`config.mk`:
```
export PLATFORM = sky130hd
export DESIGN_NAME = l1i_fetch
export DESIGN_NICKNAME = d
export VERILOG_FILES = /design/src/rtl/l1i_pkg.sv /design/src/rtl/fetch_ctrl.sv /design/src/rtl/fetch_queue.sv /design/src/rtl/icache_arrays.sv /design/src/rtl/l1i_fetch.sv /design/src/rtl/predecode.sv
export VERILOG_INCLUDE_DIRS = /design/src /design/src/rtl
export SDC_FILE = /design/constraint.sdc
export NUM_CORES = 2
export LEC_CHECK = 0
export BUFFER_PORTS_ARGS = -buffer_cell sky130_fd_sc_hd__buf_2
export CAP_MARGIN = 30
export CORE_MARGIN = 3
export CORE_UTILIZATION = 56
export DETAILED_ROUTE_END_ITERATION = 8
export GPL_ROUTABILITY_DRIVEN = 0
export PLACE_DENSITY = 0.74
export SKIP_CTS_REPAIR_TIMING = 1
export SYNTH_ARGS = -nofsm -noshare
export SYNTH_HDL_FRONTEND = slang
export SYNTH_HIERARCHICAL = 1
export SYNTH_SLANG_ARGS = --single-unit
```
`constraint.sdc`:
```
create_clock -name clk -period 17.7 [get_ports clk]
set_input_delay 5.31 -clock clk [delete_from_list [all_inputs] [get_ports clk]]
set_output_delay 5.31 -clock clk [all_outputs]
set_load 0.01 [all_outputs]
```
`src/rtl/l1i_macros.svh`:
```
`ifndef L1I_MACROS_SVH
`define L1I_MACROS_SVH

// fetch address width
`define M_WIDTH 32

// cache geometry, direct mapped
`define LG_L1I_NUM_SETS 4
`define LG_L1I_CL_LEN 4
`define L1I_CL_BITS (1 << (`LG_L1I_CL_LEN + 3))
`define WORDS_PER_CL (1 << (`LG_L1I_CL_LEN - 2))
`define N_TAG_BITS (`M_WIDTH - `LG_L1I_NUM_SETS - `LG_L1I_CL_LEN)

// fetch queue depth
`define LG_FQ_ENTRIES 3

`endif

```
`src/rtl/l1i_pkg.sv`:
```
`default_nettype none
`include "l1i_macros.svh"

package l1i_pkg;

   // branch class stored beside each cached word
   typedef enum logic [1:0] {
      PD_NONE          = 2'd0,
      PD_JUMP          = 2'd1, // j, jal
      PD_BRANCH_ALWAYS = 2'd2, // beq $0,$0
      PD_COND          = 2'd3  // kept but never predicted
   } pd_kind_t;

   // one word waiting in the fetch queue
   typedef struct packed {
      logic [`M_WIDTH-1:0] pc;
      logic [31:0]         data;
      logic                pred;
      logic [`M_WIDTH-1:0] pred_target;
   } fetch_entry_t;

   // memory lanes are big endian, the core wants little endian
   function automatic logic [31:0] bswap32(input logic [31:0] w);
      return {w[7:0], w[15:8], w[23:16], w[31:24]};
   endfunction

endpackage

`default_nettype wire

```
`src/rtl/fetch_ctrl.sv`:
```
`timescale 1ns/1ps
`default_nettype none
`include "l1i_macros.svh"

module fetch_ctrl
   import l1i_pkg::*;
   (
   input  wire                            clk,
   input  wire                            reset,
   input  wire                            restart_valid,
   input  wire [`M_WIDTH-1:0]             restart_pc,
   output logic                           restart_ack,
   output logic                           mem_req_valid,
   output logic [`M_WIDTH-1:0]            mem_req_addr,
   input  wire                            mem_rsp_valid,
   output logic [`LG_L1I_NUM_SETS-1:0]    rd_idx,
   input  wire                            rd_valid,
   input  wire [`N_TAG_BITS-1:0]          rd_tag,
   input  wire [`L1I_CL_BITS-1:0]         rd_line,
   input  wire pd_kind_t [`WORDS_PER_CL-1:0] rd_kinds,
   output logic [`M_WIDTH-1:0]            refill_addr,
   output logic                           inval_valid,
   output logic [`LG_L1I_NUM_SETS-1:0]    inval_idx,
   input  wire                            full,
   output logic                           push,
   output fetch_entry_t                   push_entry,
   output logic                           clear
   );

   localparam IDX_START = `LG_L1I_CL_LEN;
   localparam IDX_STOP  = `LG_L1I_CL_LEN + `LG_L1I_NUM_SETS;

   typedef enum logic [2:0] {
      INIT_SWEEP,
      IDLE,
      ACTIVE,
      INJECT_RELOAD,
      RELOAD_TURNAROUND,
      WAIT_FOR_NOT_FULL
   } state_t;

   state_t                       r_state, n_state;
   logic [`M_WIDTH-1:0]          r_pc, n_pc;             // next pc to look up
   logic [`M_WIDTH-1:0]          r_cache_pc, n_cache_pc; // pc of the lookup in flight
   logic [`M_WIDTH-1:0]          r_miss_pc, n_miss_pc;   // replay point
   logic [`M_WIDTH-1:0]          r_mem_req_addr, n_mem_req_addr;
   logic                         r_mem_req_valid, n_mem_req_valid;
   logic                         r_req, n_req;
   logic                         r_delay_slot, n_delay_slot;
   logic                         r_restart_req, n_restart_req;
   logic [`LG_L1I_NUM_SETS-1:0]  r_sweep_idx;

   logic [IDX_START-3:0]         t_word;
   logic [31:0]                  t_insn;
   pd_kind_t                     t_kind;
   logic                         t_hit, t_miss, t_take_br;
   logic [`M_WIDTH-1:0]          t_simm, t_target;

   assign mem_req_valid = r_mem_req_valid;
   assign mem_req_addr  = r_mem_req_addr;
   assign refill_addr   = r_mem_req_addr;
   assign inval_valid   = (r_state == INIT_SWEEP);
   assign inval_idx     = r_sweep_idx;

   // restart is taken in the first cycle it is pending in one of these states
   assign restart_ack = r_restart_req &&
                        (r_state == IDLE || r_state == ACTIVE ||
                         r_state == RELOAD_TURNAROUND || r_state == WAIT_FOR_NOT_FULL);

   // hit check and prediction on the word returned by last cycle's lookup
   always_comb
   begin
      t_word    = r_cache_pc[IDX_START-1:2];
      t_insn    = rd_line[32*t_word +: 32];
      t_kind    = rd_kinds[t_word];
      t_hit     = r_req && rd_valid && (rd_tag == r_cache_pc[`M_WIDTH-1:IDX_STOP]);
      t_miss    = r_req && !t_hit;
      // a delay slot is never predicted itself
      t_take_br = t_hit && !r_delay_slot &&
                  (t_kind == PD_JUMP || t_kind == PD_BRANCH_ALWAYS);
      t_simm    = {{(`M_WIDTH-18){t_insn[15]}}, t_insn[15:0], 2'b00};
      if (t_kind == PD_JUMP)
      begin
         t_target = {r_cache_pc[`M_WIDTH-1:28], t_insn[25:0], 2'b00};
      end
      else
      begin
         t_target = r_cache_pc + 'd4 + t_simm;
      end
   end

   always_comb
   begin
      push_entry.pc          = r_cache_pc;
      push_entry.data        = t_insn;
      push_entry.pred        = t_take_br;
      push_entry.pred_target = t_take_br ? t_target : '0; // zero when not predicted
   end

   always_comb
   begin
      n_state         = r_state;
      n_pc            = r_pc;
      n_cache_pc      = r_cache_pc;
      n_miss_pc       = r_miss_pc;
      n_req           = 1'b0;
      n_delay_slot    = r_delay_slot;
      n_mem_req_valid = 1'b0;
      n_mem_req_addr  = r_mem_req_addr;
      n_restart_req   = restart_ack ? 1'b0 : (r_restart_req | restart_valid);
      rd_idx          = r_pc[IDX_STOP-1:IDX_START];
      push            = 1'b0;
      clear           = 1'b0;
      if (restart_ack)
      begin
         // drop the lookup in flight and empty the queue
         n_state      = ACTIVE;
         n_pc         = restart_pc;
         n_delay_slot = 1'b0;
         clear        = 1'b1;
      end
      else
      begin
         case (r_state)
            INIT_SWEEP:
            begin
               if (&r_sweep_idx)
               begin
                  n_state = IDLE;
               end
            end
            ACTIVE:
            begin
               n_cache_pc = r_pc;
               n_req      = 1'b1;
               n_pc       = r_pc + 'd4;
               if (t_miss)
               begin
                  n_state         = INJECT_RELOAD;
                  n_pc            = r_pc; // successor of the missed word, target after a slot
                  n_mem_req_valid = 1'b1;
                  n_mem_req_addr  = {r_cache_pc[`M_WIDTH-1:IDX_START], {IDX_START{1'b0}}};
                  n_miss_pc       = r_cache_pc;
                  n_req           = 1'b0;
               end
               else if (t_hit && full)
               begin
                  n_state   = WAIT_FOR_NOT_FULL; // replay this word later
                  n_pc      = r_pc;
                  n_miss_pc = r_cache_pc;
                  n_req     = 1'b0;
               end
               else if (t_hit)
               begin
                  push         = 1'b1;
                  n_delay_slot = t_take_br;
                  // the delay slot is already being looked up, go to target after it
                  if (t_take_br)
                  begin
                     n_pc = t_target;
                  end
               end
            end
            INJECT_RELOAD:
            begin
               if (mem_rsp_valid)
               begin
                  n_state = RELOAD_TURNAROUND;
               end
            end
            RELOAD_TURNAROUND, WAIT_FOR_NOT_FULL:
            begin
               rd_idx = r_miss_pc[IDX_STOP-1:IDX_START];
               if (r_state == RELOAD_TURNAROUND || !full)
               begin
                  n_state    = ACTIVE;
                  n_cache_pc = r_miss_pc;
                  n_req      = 1'b1;
               end
            end
            default:
            begin
               n_state = r_state;
            end
         endcase
      end
   end

   always_ff @(posedge clk)
   begin
      if (reset)
      begin
         r_state         <= INIT_SWEEP;
         r_sweep_idx     <= '0;
         r_req           <= 1'b0;
         r_delay_slot    <= 1'b0;
         r_restart_req   <= 1'b0;
         r_mem_req_valid <= 1'b0;
      end
      else
      begin
         r_state         <= n_state;
         r_req           <= n_req;
         r_delay_slot    <= n_delay_slot;
         r_restart_req   <= n_restart_req;
         r_mem_req_valid <= n_mem_req_valid;
         if (r_state == INIT_SWEEP)
         begin
            r_sweep_idx <= r_sweep_idx + 1'b1;
         end
      end
   end

   always_ff @(posedge clk)
   begin
      r_pc           <= n_pc;
      r_cache_pc     <= n_cache_pc;
      r_miss_pc      <= n_miss_pc;
      r_mem_req_addr <= n_mem_req_addr;
   end

endmodule

`default_nettype wire

```
`src/rtl/fetch_queue.sv`:
```
`timescale 1ns/1ps
`default_nettype none
`include "l1i_macros.svh"

module fetch_queue
   import l1i_pkg::*;
   (
   input  wire                   clk,
   input  wire                   reset,
   input  wire                   clear,
   input  wire                   push,
   input  wire fetch_entry_t     push_entry,
   input  wire                   insn_ack,
   input  wire                   insn_ack_two,
   output logic                  full,
   output logic                  insn_valid,
   output logic                  insn_valid_two,
   output logic [`M_WIDTH-1:0]   insn_pc,
   output logic [31:0]           insn_data,
   output logic                  insn_pred,
   output logic [`M_WIDTH-1:0]   insn_pred_target,
   output logic [`M_WIDTH-1:0]   insn_pc_two,
   output logic [31:0]           insn_data_two,
   output logic                  insn_pred_two,
   output logic [`M_WIDTH-1:0]   insn_pred_target_two
   );

   localparam N_FQ_ENTRIES = 1 << `LG_FQ_ENTRIES;

   fetch_entry_t               r_fq [N_FQ_ENTRIES-1:0];
   logic [`LG_FQ_ENTRIES:0]    r_head, r_tail; // extra bit tells full from empty
   logic [`LG_FQ_ENTRIES:0]    t_next_head, t_count;
   fetch_entry_t               t_first, t_second;

   assign t_next_head = r_head + 1'b1;
   assign t_count     = r_tail - r_head;

   assign full = (r_head[`LG_FQ_ENTRIES] != r_tail[`LG_FQ_ENTRIES]) &&
                 (r_head[`LG_FQ_ENTRIES-1:0] == r_tail[`LG_FQ_ENTRIES-1:0]);
   assign insn_valid     = (r_head != r_tail);
   assign insn_valid_two = (t_count > 'd1);

   assign t_first  = r_fq[r_head[`LG_FQ_ENTRIES-1:0]];
   assign t_second = r_fq[t_next_head[`LG_FQ_ENTRIES-1:0]];

   assign insn_pc              = t_first.pc;
   assign insn_data            = t_first.data;
   assign insn_pred            = t_first.pred;
   assign insn_pred_target     = t_first.pred_target;
   assign insn_pc_two          = t_second.pc;
   assign insn_data_two        = t_second.data;
   assign insn_pred_two        = t_second.pred;
   assign insn_pred_target_two = t_second.pred_target;

   always_ff @(posedge clk)
   begin
      if (push && !clear)
      begin
         r_fq[r_tail[`LG_FQ_ENTRIES-1:0]] <= push_entry;
      end
   end

   always_ff @(posedge clk)
   begin
      if (reset || clear)
      begin
         r_head <= '0;
         r_tail <= '0;
      end
      else
      begin
         if (push)
         begin
            r_tail <= r_tail + 1'b1;
         end
         if (insn_ack)
         begin
            r_head <= insn_ack_two ? r_head + 2'd2 : t_next_head;
         end
      end
   end

endmodule

`default_nettype wire

```
`src/rtl/icache_arrays.sv`:
```
`timescale 1ns/1ps
`default_nettype none
`include "l1i_macros.svh"

module icache_arrays
   import l1i_pkg::*;
   (
   input  wire                              clk,
   input  wire                              reset,
   input  wire [`LG_L1I_NUM_SETS-1:0]       rd_idx,
   input  wire                              refill_valid,
   input  wire [`M_WIDTH-1:0]               refill_addr,
   input  wire [`L1I_CL_BITS-1:0]           refill_line,
   input  wire                              inval_valid,
   input  wire [`LG_L1I_NUM_SETS-1:0]       inval_idx,
   output logic                             rd_valid,
   output logic [`N_TAG_BITS-1:0]           rd_tag,
   output logic [`L1I_CL_BITS-1:0]          rd_line,
   output pd_kind_t [`WORDS_PER_CL-1:0]     rd_kinds
   );

   localparam NUM_SETS  = 1 << `LG_L1I_NUM_SETS;
   localparam IDX_START = `LG_L1I_CL_LEN;
   localparam IDX_STOP  = `LG_L1I_CL_LEN + `LG_L1I_NUM_SETS;

   logic                           valid_arr [NUM_SETS-1:0];
   logic [`N_TAG_BITS-1:0]         tag_arr [NUM_SETS-1:0];
   logic [`L1I_CL_BITS-1:0]        line_arr [NUM_SETS-1:0];
   pd_kind_t [`WORDS_PER_CL-1:0]   kind_arr [NUM_SETS-1:0];

   logic [`L1I_CL_BITS-1:0]        t_swapped;
   pd_kind_t [`WORDS_PER_CL-1:0]   t_kinds;
   logic [`LG_L1I_NUM_SETS-1:0]    t_refill_idx;

   assign t_refill_idx = refill_addr[IDX_STOP-1:IDX_START];

   // word w of a line sits at bits [32*w +: 32], lowest address in the low lane
   for (genvar w = 0; w < `WORDS_PER_CL; w++)
   begin : g_word
      assign t_swapped[32*w +: 32] = bswap32(refill_line[32*w +: 32]);

      predecode pd_i (
         .insn (t_swapped[32*w +: 32]),
         .kind (t_kinds[w])
      );
   end

   // valid bits, cleared one set at a time by the sweep
   always_ff @(posedge clk)
   begin
      if (inval_valid)
      begin
         valid_arr[inval_idx] <= 1'b0;
      end
      if (refill_valid)
      begin
         valid_arr[t_refill_idx] <= 1'b1;
      end
   end

   always_ff @(posedge clk)
   begin
      if (refill_valid)
      begin
         tag_arr[t_refill_idx]  <= refill_addr[`M_WIDTH-1:IDX_STOP];
         line_arr[t_refill_idx] <= t_swapped;
         kind_arr[t_refill_idx] <= t_kinds;
      end
   end

   // registered read, data one cycle after rd_idx
   always_ff @(posedge clk)
   begin
      rd_valid <= reset ? 1'b0 : valid_arr[rd_idx];
      rd_tag   <= tag_arr[rd_idx];
      rd_line  <= line_arr[rd_idx];
      rd_kinds <= kind_arr[rd_idx];
   end

endmodule

`default_nettype wire

```
`src/rtl/l1i_fetch.sv`:
```
`timescale 1ns/1ps
`default_nettype none
`include "l1i_macros.svh"

module l1i_fetch
   import l1i_pkg::*;
   (
   input  wire                      clk,
   input  wire                      reset,
   input  wire                      restart_valid,
   input  wire [`M_WIDTH-1:0]       restart_pc,
   output logic                     restart_ack,
   output logic                     mem_req_valid,
   output logic [`M_WIDTH-1:0]      mem_req_addr,
   input  wire                      mem_rsp_valid,
   input  wire [`L1I_CL_BITS-1:0]   mem_rsp_load_data,
   output logic                     insn_valid,
   output logic                     insn_valid_two,
   input  wire                      insn_ack,
   input  wire                      insn_ack_two,
   output logic [`M_WIDTH-1:0]      insn_pc,
   output logic [31:0]              insn_data,
   output logic                     insn_pred,
   output logic [`M_WIDTH-1:0]      insn_pred_target,
   output logic [`M_WIDTH-1:0]      insn_pc_two,
   output logic [31:0]              insn_data_two,
   output logic                     insn_pred_two,
   output logic [`M_WIDTH-1:0]      insn_pred_target_two
   );

   logic [`LG_L1I_NUM_SETS-1:0]     rd_idx;
   logic                            rd_valid;
   logic [`N_TAG_BITS-1:0]          rd_tag;
   logic [`L1I_CL_BITS-1:0]         rd_line;
   pd_kind_t [`WORDS_PER_CL-1:0]    rd_kinds;
   logic [`M_WIDTH-1:0]             refill_addr;
   logic                            inval_valid;
   logic [`LG_L1I_NUM_SETS-1:0]     inval_idx;
   logic                            full;
   logic                            push;
   fetch_entry_t                    push_entry;
   logic                            clear;

   fetch_ctrl fetch_ctrl_i (
      .clk           (clk),
      .reset         (reset),
      .restart_valid (restart_valid),
      .restart_pc    (restart_pc),
      .restart_ack   (restart_ack),
      .mem_req_valid (mem_req_valid),
      .mem_req_addr  (mem_req_addr),
      .mem_rsp_valid (mem_rsp_valid),
      .rd_idx        (rd_idx),
      .rd_valid      (rd_valid),
      .rd_tag        (rd_tag),
      .rd_line       (rd_line),
      .rd_kinds      (rd_kinds),
      .refill_addr   (refill_addr),
      .inval_valid   (inval_valid),
      .inval_idx     (inval_idx),
      .full          (full),
      .push          (push),
      .push_entry    (push_entry),
      .clear         (clear)
   );

   // the line is written in the cycle of the memory response
   icache_arrays icache_arrays_i (
      .clk          (clk),
      .reset        (reset),
      .rd_idx       (rd_idx),
      .refill_valid (mem_rsp_valid),
      .refill_addr  (refill_addr),
      .refill_line  (mem_rsp_load_data),
      .inval_valid  (inval_valid),
      .inval_idx    (inval_idx),
      .rd_valid     (rd_valid),
      .rd_tag       (rd_tag),
      .rd_line      (rd_line),
      .rd_kinds     (rd_kinds)
   );

   fetch_queue fetch_queue_i (
      .clk                  (clk),
      .reset                (reset),
      .clear                (clear),
      .push                 (push),
      .push_entry           (push_entry),
      .insn_ack             (insn_ack),
      .insn_ack_two         (insn_ack_two),
      .full                 (full),
      .insn_valid           (insn_valid),
      .insn_valid_two       (insn_valid_two),
      .insn_pc              (insn_pc),
      .insn_data            (insn_data),
      .insn_pred            (insn_pred),
      .insn_pred_target     (insn_pred_target),
      .insn_pc_two          (insn_pc_two),
      .insn_data_two        (insn_data_two),
      .insn_pred_two        (insn_pred_two),
      .insn_pred_target_two (insn_pred_target_two)
   );

endmodule

`default_nettype wire

```
`src/rtl/predecode.sv`:
```
`timescale 1ns/1ps
`default_nettype none

module predecode
   import l1i_pkg::*;
   (
   input  wire [31:0] insn, // already byte swapped
   output pd_kind_t   kind
   );

   logic [5:0] op;
   logic [4:0] rs;
   logic [4:0] rt;

   assign op = insn[31:26];
   assign rs = insn[25:21];
   assign rt = insn[20:16];

   always_comb
   begin
      kind = PD_NONE;
      case (op)
         6'd1:
         begin
            // regimm: bltz, bgez, bltzl, bgezl, bgezal
            if (rt <= 5'd3 || rt == 5'd17)
            begin
               kind = PD_COND;
            end
         end
         6'd2, 6'd3:
         begin
            kind = PD_JUMP;
         end
         6'd4:
         begin
            // beq $0,$0 is the usual unconditional branch idiom
            if (rs == 5'd0 && rt == 5'd0)
            begin
               kind = PD_BRANCH_ALWAYS;
            end
            else
            begin
               kind = PD_COND;
            end
         end
         6'd5, 6'd6, 6'd7:
         begin
            kind = PD_COND; // bne, blez, bgtz
         end
         6'd20, 6'd21, 6'd22, 6'd23:
         begin
            kind = PD_COND; // likely variants
         end
         default:
         begin
            kind = PD_NONE;
         end
      endcase
   end

endmodule

`default_nettype wire

```
Word level (Yosys, flattened, before mapping):

Memory sizes are Yosys's and may differ from the RTL's. A register that Yosys moved wholly into a read port is not among the register bits.
Cells that the tools add are included.

* flip-flop bits (word level): 143
* bits in writable memories: 3352
* bits of input ports: 166
* logic and storage cells: 222
* memories kept: 5

Memory list
* icache_arrays_i.line_arr: depth 16, bits a word 128, rd ports 1, clocked after Yosys merged registers in 1, write ports 1, line icache_arrays.sv:28 `` logic [`L1I_CL_BITS-1:0] line_arr [NUM_SETS-1:0]; ``
* fetch_queue_i.r_fq: depth 8, bits a word 97, rd ports 2, clocked after Yosys merged registers in 1, write ports 1, line fetch_queue.sv:30 `fetch_entry_t r_fq [N_FQ_ENTRIES-1:0];`
* icache_arrays_i.tag_arr: depth 16, bits a word 24, rd ports 1, clocked after Yosys merged registers in 1, write ports 1, line icache_arrays.sv:27 `` logic [`N_TAG_BITS-1:0] tag_arr [NUM_SETS-1:0]; ``
* icache_arrays_i.kind_arr: depth 16, bits a word 8, rd ports 1, clocked after Yosys merged registers in 1, write ports 1, line icache_arrays.sv:29 `` pd_kind_t [`WORDS_PER_CL-1:0] kind_arr [NUM_SETS-1:0]; ``
* icache_arrays_i.valid_arr: depth 16, bits a word 1, rd ports 1, clocked after Yosys merged registers in 1, write ports 2, line icache_arrays.sv:26 `logic valid_arr [NUM_SETS-1:0];`

* $add $sub $neg: 8
* order comparisons: 6
* equal/unequal tests: 69
* shifts and indexed selects: 1
* multiplexer cells: 55
* bitwise logic cells: 5
* reduce and logical (&&, ||, !) cells: 60

Operators by type and width (number)
* 2-to-1 mux 32 bit: 11
* variable part select 128 x 8 -> 32 bit: 1
* == test 6 x 3 -> 1 bit, second input constant: 16
* == test 6 x 5 -> 1 bit, second input constant: 16
* adder 32 x 3 -> 32 bit, second input constant: 2
* case mux 32 bit (2 select lines): 1
* == test 6 x 2 -> 1 bit, second input constant: 8
* zero test 5 bit: 8
* adder 32 bit: 1
* case mux 2 bit (4 select lines): 4
* OR reduction 7 bit: 4
* == test 24 bit: 1
* == test 6 x 1 -> 1 bit, second input constant: 4
* 2-to-1 mux 3 bit: 7
* == test 5 bit, second input constant: 4
* less-or-equal comparator 5 x 2 -> 1 bit, second input constant: 4
* 2-to-1 mux 1 bit: 20
* logical AND 1 bit: 13
* adder 4 x 1 -> 4 bit, second input constant: 3
* 2-to-1 mux 2 bit: 6
* 2-to-1 mux 4 bit: 3
* case mux 3 bit (4 select lines): 1
* AND reduction 3 bit: 4
* OR reduction 2 bit: 6
* 30 further kinds: 56

Depth between registers and ports, before layout:

* depth after elaboration: 11
* gate-level depth with buffers: 16

Modules after synthesis:

The synthesis kept the hierarchy.

By module, submodules not included
* icache_arrays: times used 1, cells each 4164, area an instance 99456.6 um^2
* fetch_queue: times used 1, cells each 1544, area an instance 35595.4 um^2
* fetch_ctrl: times used 1, cells each 937, area an instance 9893.2 um^2
* predecode: times used 4, cells each 14, area an instance 111.4 um^2

Worst setup path before layout:

No wires, ideal clock.

* path kind: input to register
* from: input mem_rsp_valid
* to: memory icache_arrays_i/kind_arr[0][0] (netlist name) (enable)
* arrival time: 16.709 ns
* data required time: 16.823 ns
* path slack: 0.114 ns
* stages: 3
* path buffers: 1
* path through: or3b_2 > clkbuf_1 > nor3_1

* cells in the longest elaborated chain, start to end: 2

RTL lines
* start, declared: line l1i_fetch.sv:15 `input wire mem_rsp_valid,`
* 2-to-1 mux 1 bit: line icache_arrays.sv:63 `if (refill_valid)`
* 2-to-1 mux 1 bit (implied by the code): line icache_arrays.sv:67 `kind_arr[t_refill_idx] <= t_kinds;`
* end, declared: line icache_arrays.sv:29

No other way between the ends.

Final worst setup path:

* from: register fetch_queue_i.r_head[0]
* to: output insn_data_two[13]

* cells in the longest elaborated chain, start to end: 2

RTL lines
* start, declared: line fetch_queue.sv:31 `` logic [`LG_FQ_ENTRIES:0] r_head, r_tail; ``
* start signal, assigned: line fetch_queue.sv:78 `r_head <= insn_ack_two ? r_head + 2'd2 : t_next_head;`
* adder 4 x 1 -> 4 bit: line fetch_queue.sv:35 `assign t_next_head = r_head + 1'b1;`
* memory read (8 x 97 bit)
* end, declared: line l1i_fetch.sv:26 `output logic [31:0] insn_data_two,`

No other way between the ends.

==> impl_summary.md <==
Critical path
The worst path arrival time is around 4700 ps. The critical path goes through ha_4, xor2_4, buf_4, buf_4, mux2_2, buf_2. In this design, the largest share of critical-path delay is due to buffers and inverters. STA classifies the critical path startpoint as a register.

The most numerous cell type found on the critical path is sky130_fd_sc_hd__buf_4. The slowest library cell on the worst path is sky130_fd_sc_hd__dfxtp_4. The class of the most critical setup path is register to output port. For this run, the slowest stage of the critical path takes 880 ps. The nature of the critical path endpoint is an output port. Counting both buffers and inverters, the worst setup path holds a total of 3. Along the worst path, the maximum fanout reaches 50. Data on the critical path is required at its endpoint by ~12,000 ps.

Clocking
The number of clock sinks seen by CTS is 3,659. The later pin in the worst-skew pair is clocked with a latency of approximately 970 ps. The CTS H-tree depth is 5. The buffer levels on the longest clock path is 4. The root buffer cell chosen for the clock tree is sky130_fd_sc_hd__clkbuf_16. The clock edge transition at the registers on the reported setup and hold paths is 60 ps.

Counting the buffers created by CTS gives roughly 370. TritonCTS built the clock tree.

Cells and area
For this run, the number of standard cells in the final layout without fillers is around 11,000. The area growth from synthesis to layout is 12.30%. The layout cell share with drive strength beyond 1 is 32.80%. The net count of the finished layout is 7,452. The most common cell after layout, fill and taps aside is sky130_fd_sc_hd__edfxtp_1. In the layout the commonest cells are 3,460 x sky130_fd_sc_hd__edfxtp_1, 1,064 x sky130_fd_sc_hd__mux4_2, 393 x sky130_fd_sc_hd__buf_2. The summed area of non-filler cells in the final layout is about 160,000 sq um. After filler insertion, the fill cell instance count of the layout stands at 16,470.

Logic synthesis
Each instance of the synthesized netlist takes up on average 21.71 sq um. The area of the mapped netlist is between 100,000 and 150,000 sq um. The instance count of the mapped netlist is around 6,700. For this run, the number of Yosys warnings is 6.

Route
For this run, the detailed router's first-pass iteration total came to 6. After detailed routing, the number of vias per cell comes to 6.768. In the routed design, unresolved DRC markers number 0.

For this block, the initial DRC count from the detailed router was between 10,000 and 15,000. The detail route stage leaves a number of antenna-violating nets equal to 0. The final route contains ~74,000 vias. The routed wire length is 374,400 microns. The average detailed-routed wire length per instance is approximately 34 microns.

Timing
The worst path in the final design needs a cycle of ~10000 ps, including I/O delays and setup. Setup repair after global routing left no endpoint under its margin. The remaining max-slew budget at the tightest pin is roughly 8.1%. For this run, the top clock speed supported by timing is 0.1001 GHz.

The clock arrives with between 70 and 80 ps of skew. Adding up every negative setup slack in the final design gives 0 ps. The fraction of the cycle the final worst path needs is a little under three fifths.

The number of hold violations in the final report was 0. The final hold slack is ~470 ps. The number of setup violations in the final report is 0.

The final count of pins violating max slew is 0. At the pin with the least slew margin, the transition time is about 1400 ps.

Placed design
Buffers placed on the I/O ports in this run total between 300 and 400. The area after detailed placement is between 150,000 and 200,000 sq um. The cell total after placement is 10,220.

Detailed placement finished with a half-perimeter wire length of between 200,000 and 250,000 microns.

Power and ir drop
Power spread over the standard cell area amounts to 107.5 nW/um^2. The static leakage is around 53 nW. IR analysis of the VDD net gives a maximum drop of 0.00009215 V.

Job
The tool flagged a number of max-cap violations equal to 0.

Floorplan
The floorplan step defined a die boundary enclosing between 200,000 and 300,000 sq um. The die is 515.5 microns tall. The total number of placement rows is roughly 190. 396 I/O pins were placed.

The floorplan step set the die width to just over 500 microns. The effective utilization at floorplan is between 50% and 60%. The area inside the core boundary is 257,600 sq um.

Min path
The classification of the worst-slack hold path is register to register.

Global routing
The maximum number of pins on one net before global-route repair is 159. The number of global-route vias before repair is about 74,000. Global routing used between 20% and 30% of the available tracks. The number of antenna violations at the first check in global routing is 102. The first global-routing pass estimated around 540,000 microns of wire. Global routing finished with a remaining overflow of 0.

Status
The run finished with clean final reports.
-- registers in the layout (all words and copies together), names as in the netlist, named ones only --
signal	flops
icache_arrays_i/rd_kinds	8
fetch_ctrl_i/mem_req_valid	1
fetch_ctrl_i/r_cache_pc	32
fetch_queue_i/r_head	4
icache_arrays_i/valid_arr	16
icache_arrays_i/line_arr	2048
icache_arrays_i/rd_line	128
fetch_ctrl_i/inval_idx	4
icache_arrays_i/rd_valid	1
fetch_ctrl_i/r_miss_pc	32
fetch_queue_i/r_fq	776
icache_arrays_i/tag_arr	384
fetch_queue_i/r_tail	4
icache_arrays_i/rd_tag	24
icache_arrays_i/kind_arr	128
fetch_ctrl_i/r_delay_slot	1
fetch_ctrl_i/r_restart_req	1
fetch_ctrl_i/r_state	3
fetch_ctrl_i/mem_req_addr	28
fetch_ctrl_i/r_req	1
fetch_ctrl_i/r_pc	32
-- path summary, 6_finish.rpt --
path / slack, ps / end / cells past startpoint / start
worst max-delay path: 7710 / insn_data_two[13] / 6 / fetch_queue_i/r_head[0]
worst min-delay path: 470 / icache_arrays_i/valid_arr[0] / 2 / icache_arrays_i/valid_arr[0]
worst max register to register: 11230 / icache_arrays_i/rd_line[98] / 14 / fetch_ctrl_i/r_state[1]
worst min register to register: 470 / icache_arrays_i/valid_arr[0] / 2 / icache_arrays_i/valid_arr[0]
-- worst reg2reg max path: cells and delay by family (launching register included) --
kind,cells,cell delay [ps]
simple gates,5,1150
buf+inv,7,3630
compound gates,1,230
mux,1,640
flops,1,480
-- cell type report --
type	instances	area, sq um	area share [%]
multi-input cells	2603	35440	21.71
clock inverters	158	1381	0.8462
inverters	32	120.1	0.07358
repair buffers	549	3680	2.254
well taps	3384	4234	2.594
flip-flops and latches	3659	107900	66.10
clock buffers	506	10360	6.346
diodes	50	125.1	0.07665
-- power by group --
part	total, mW	internal [mW]	switching [mW]
Sequential	9.46	9.44	0.0263
Clock	7.54	4.39	3.15
Combinational	0.543	0.232	0.311
Total	17.5	14.1	3.49
-- metal layers --
layer  global-route usage, %  wire [microns]  vias up
li1                        -               -    29430
met5                       0             394        -
met2                   44.14          177600     4693
met1                   39.36          136900    39130
met4                   10.34           14300       60
met3                   7.268           45250      738
-- through the flow --
step           setup slack [ps]  power, mW  utilization (%)
2_1_floorplan             113.6      9.971                -
3_3_place_gp               8494      10.17            58.63
3_5_place_dp               8420      10.19            58.69
4_1_cts                    7414      17.63            63.25
5_1_grt                    7516      18.00            63.33
6_report                   7713      17.54            63.36
Note: power is estimated with default switching activity, not from simulation.
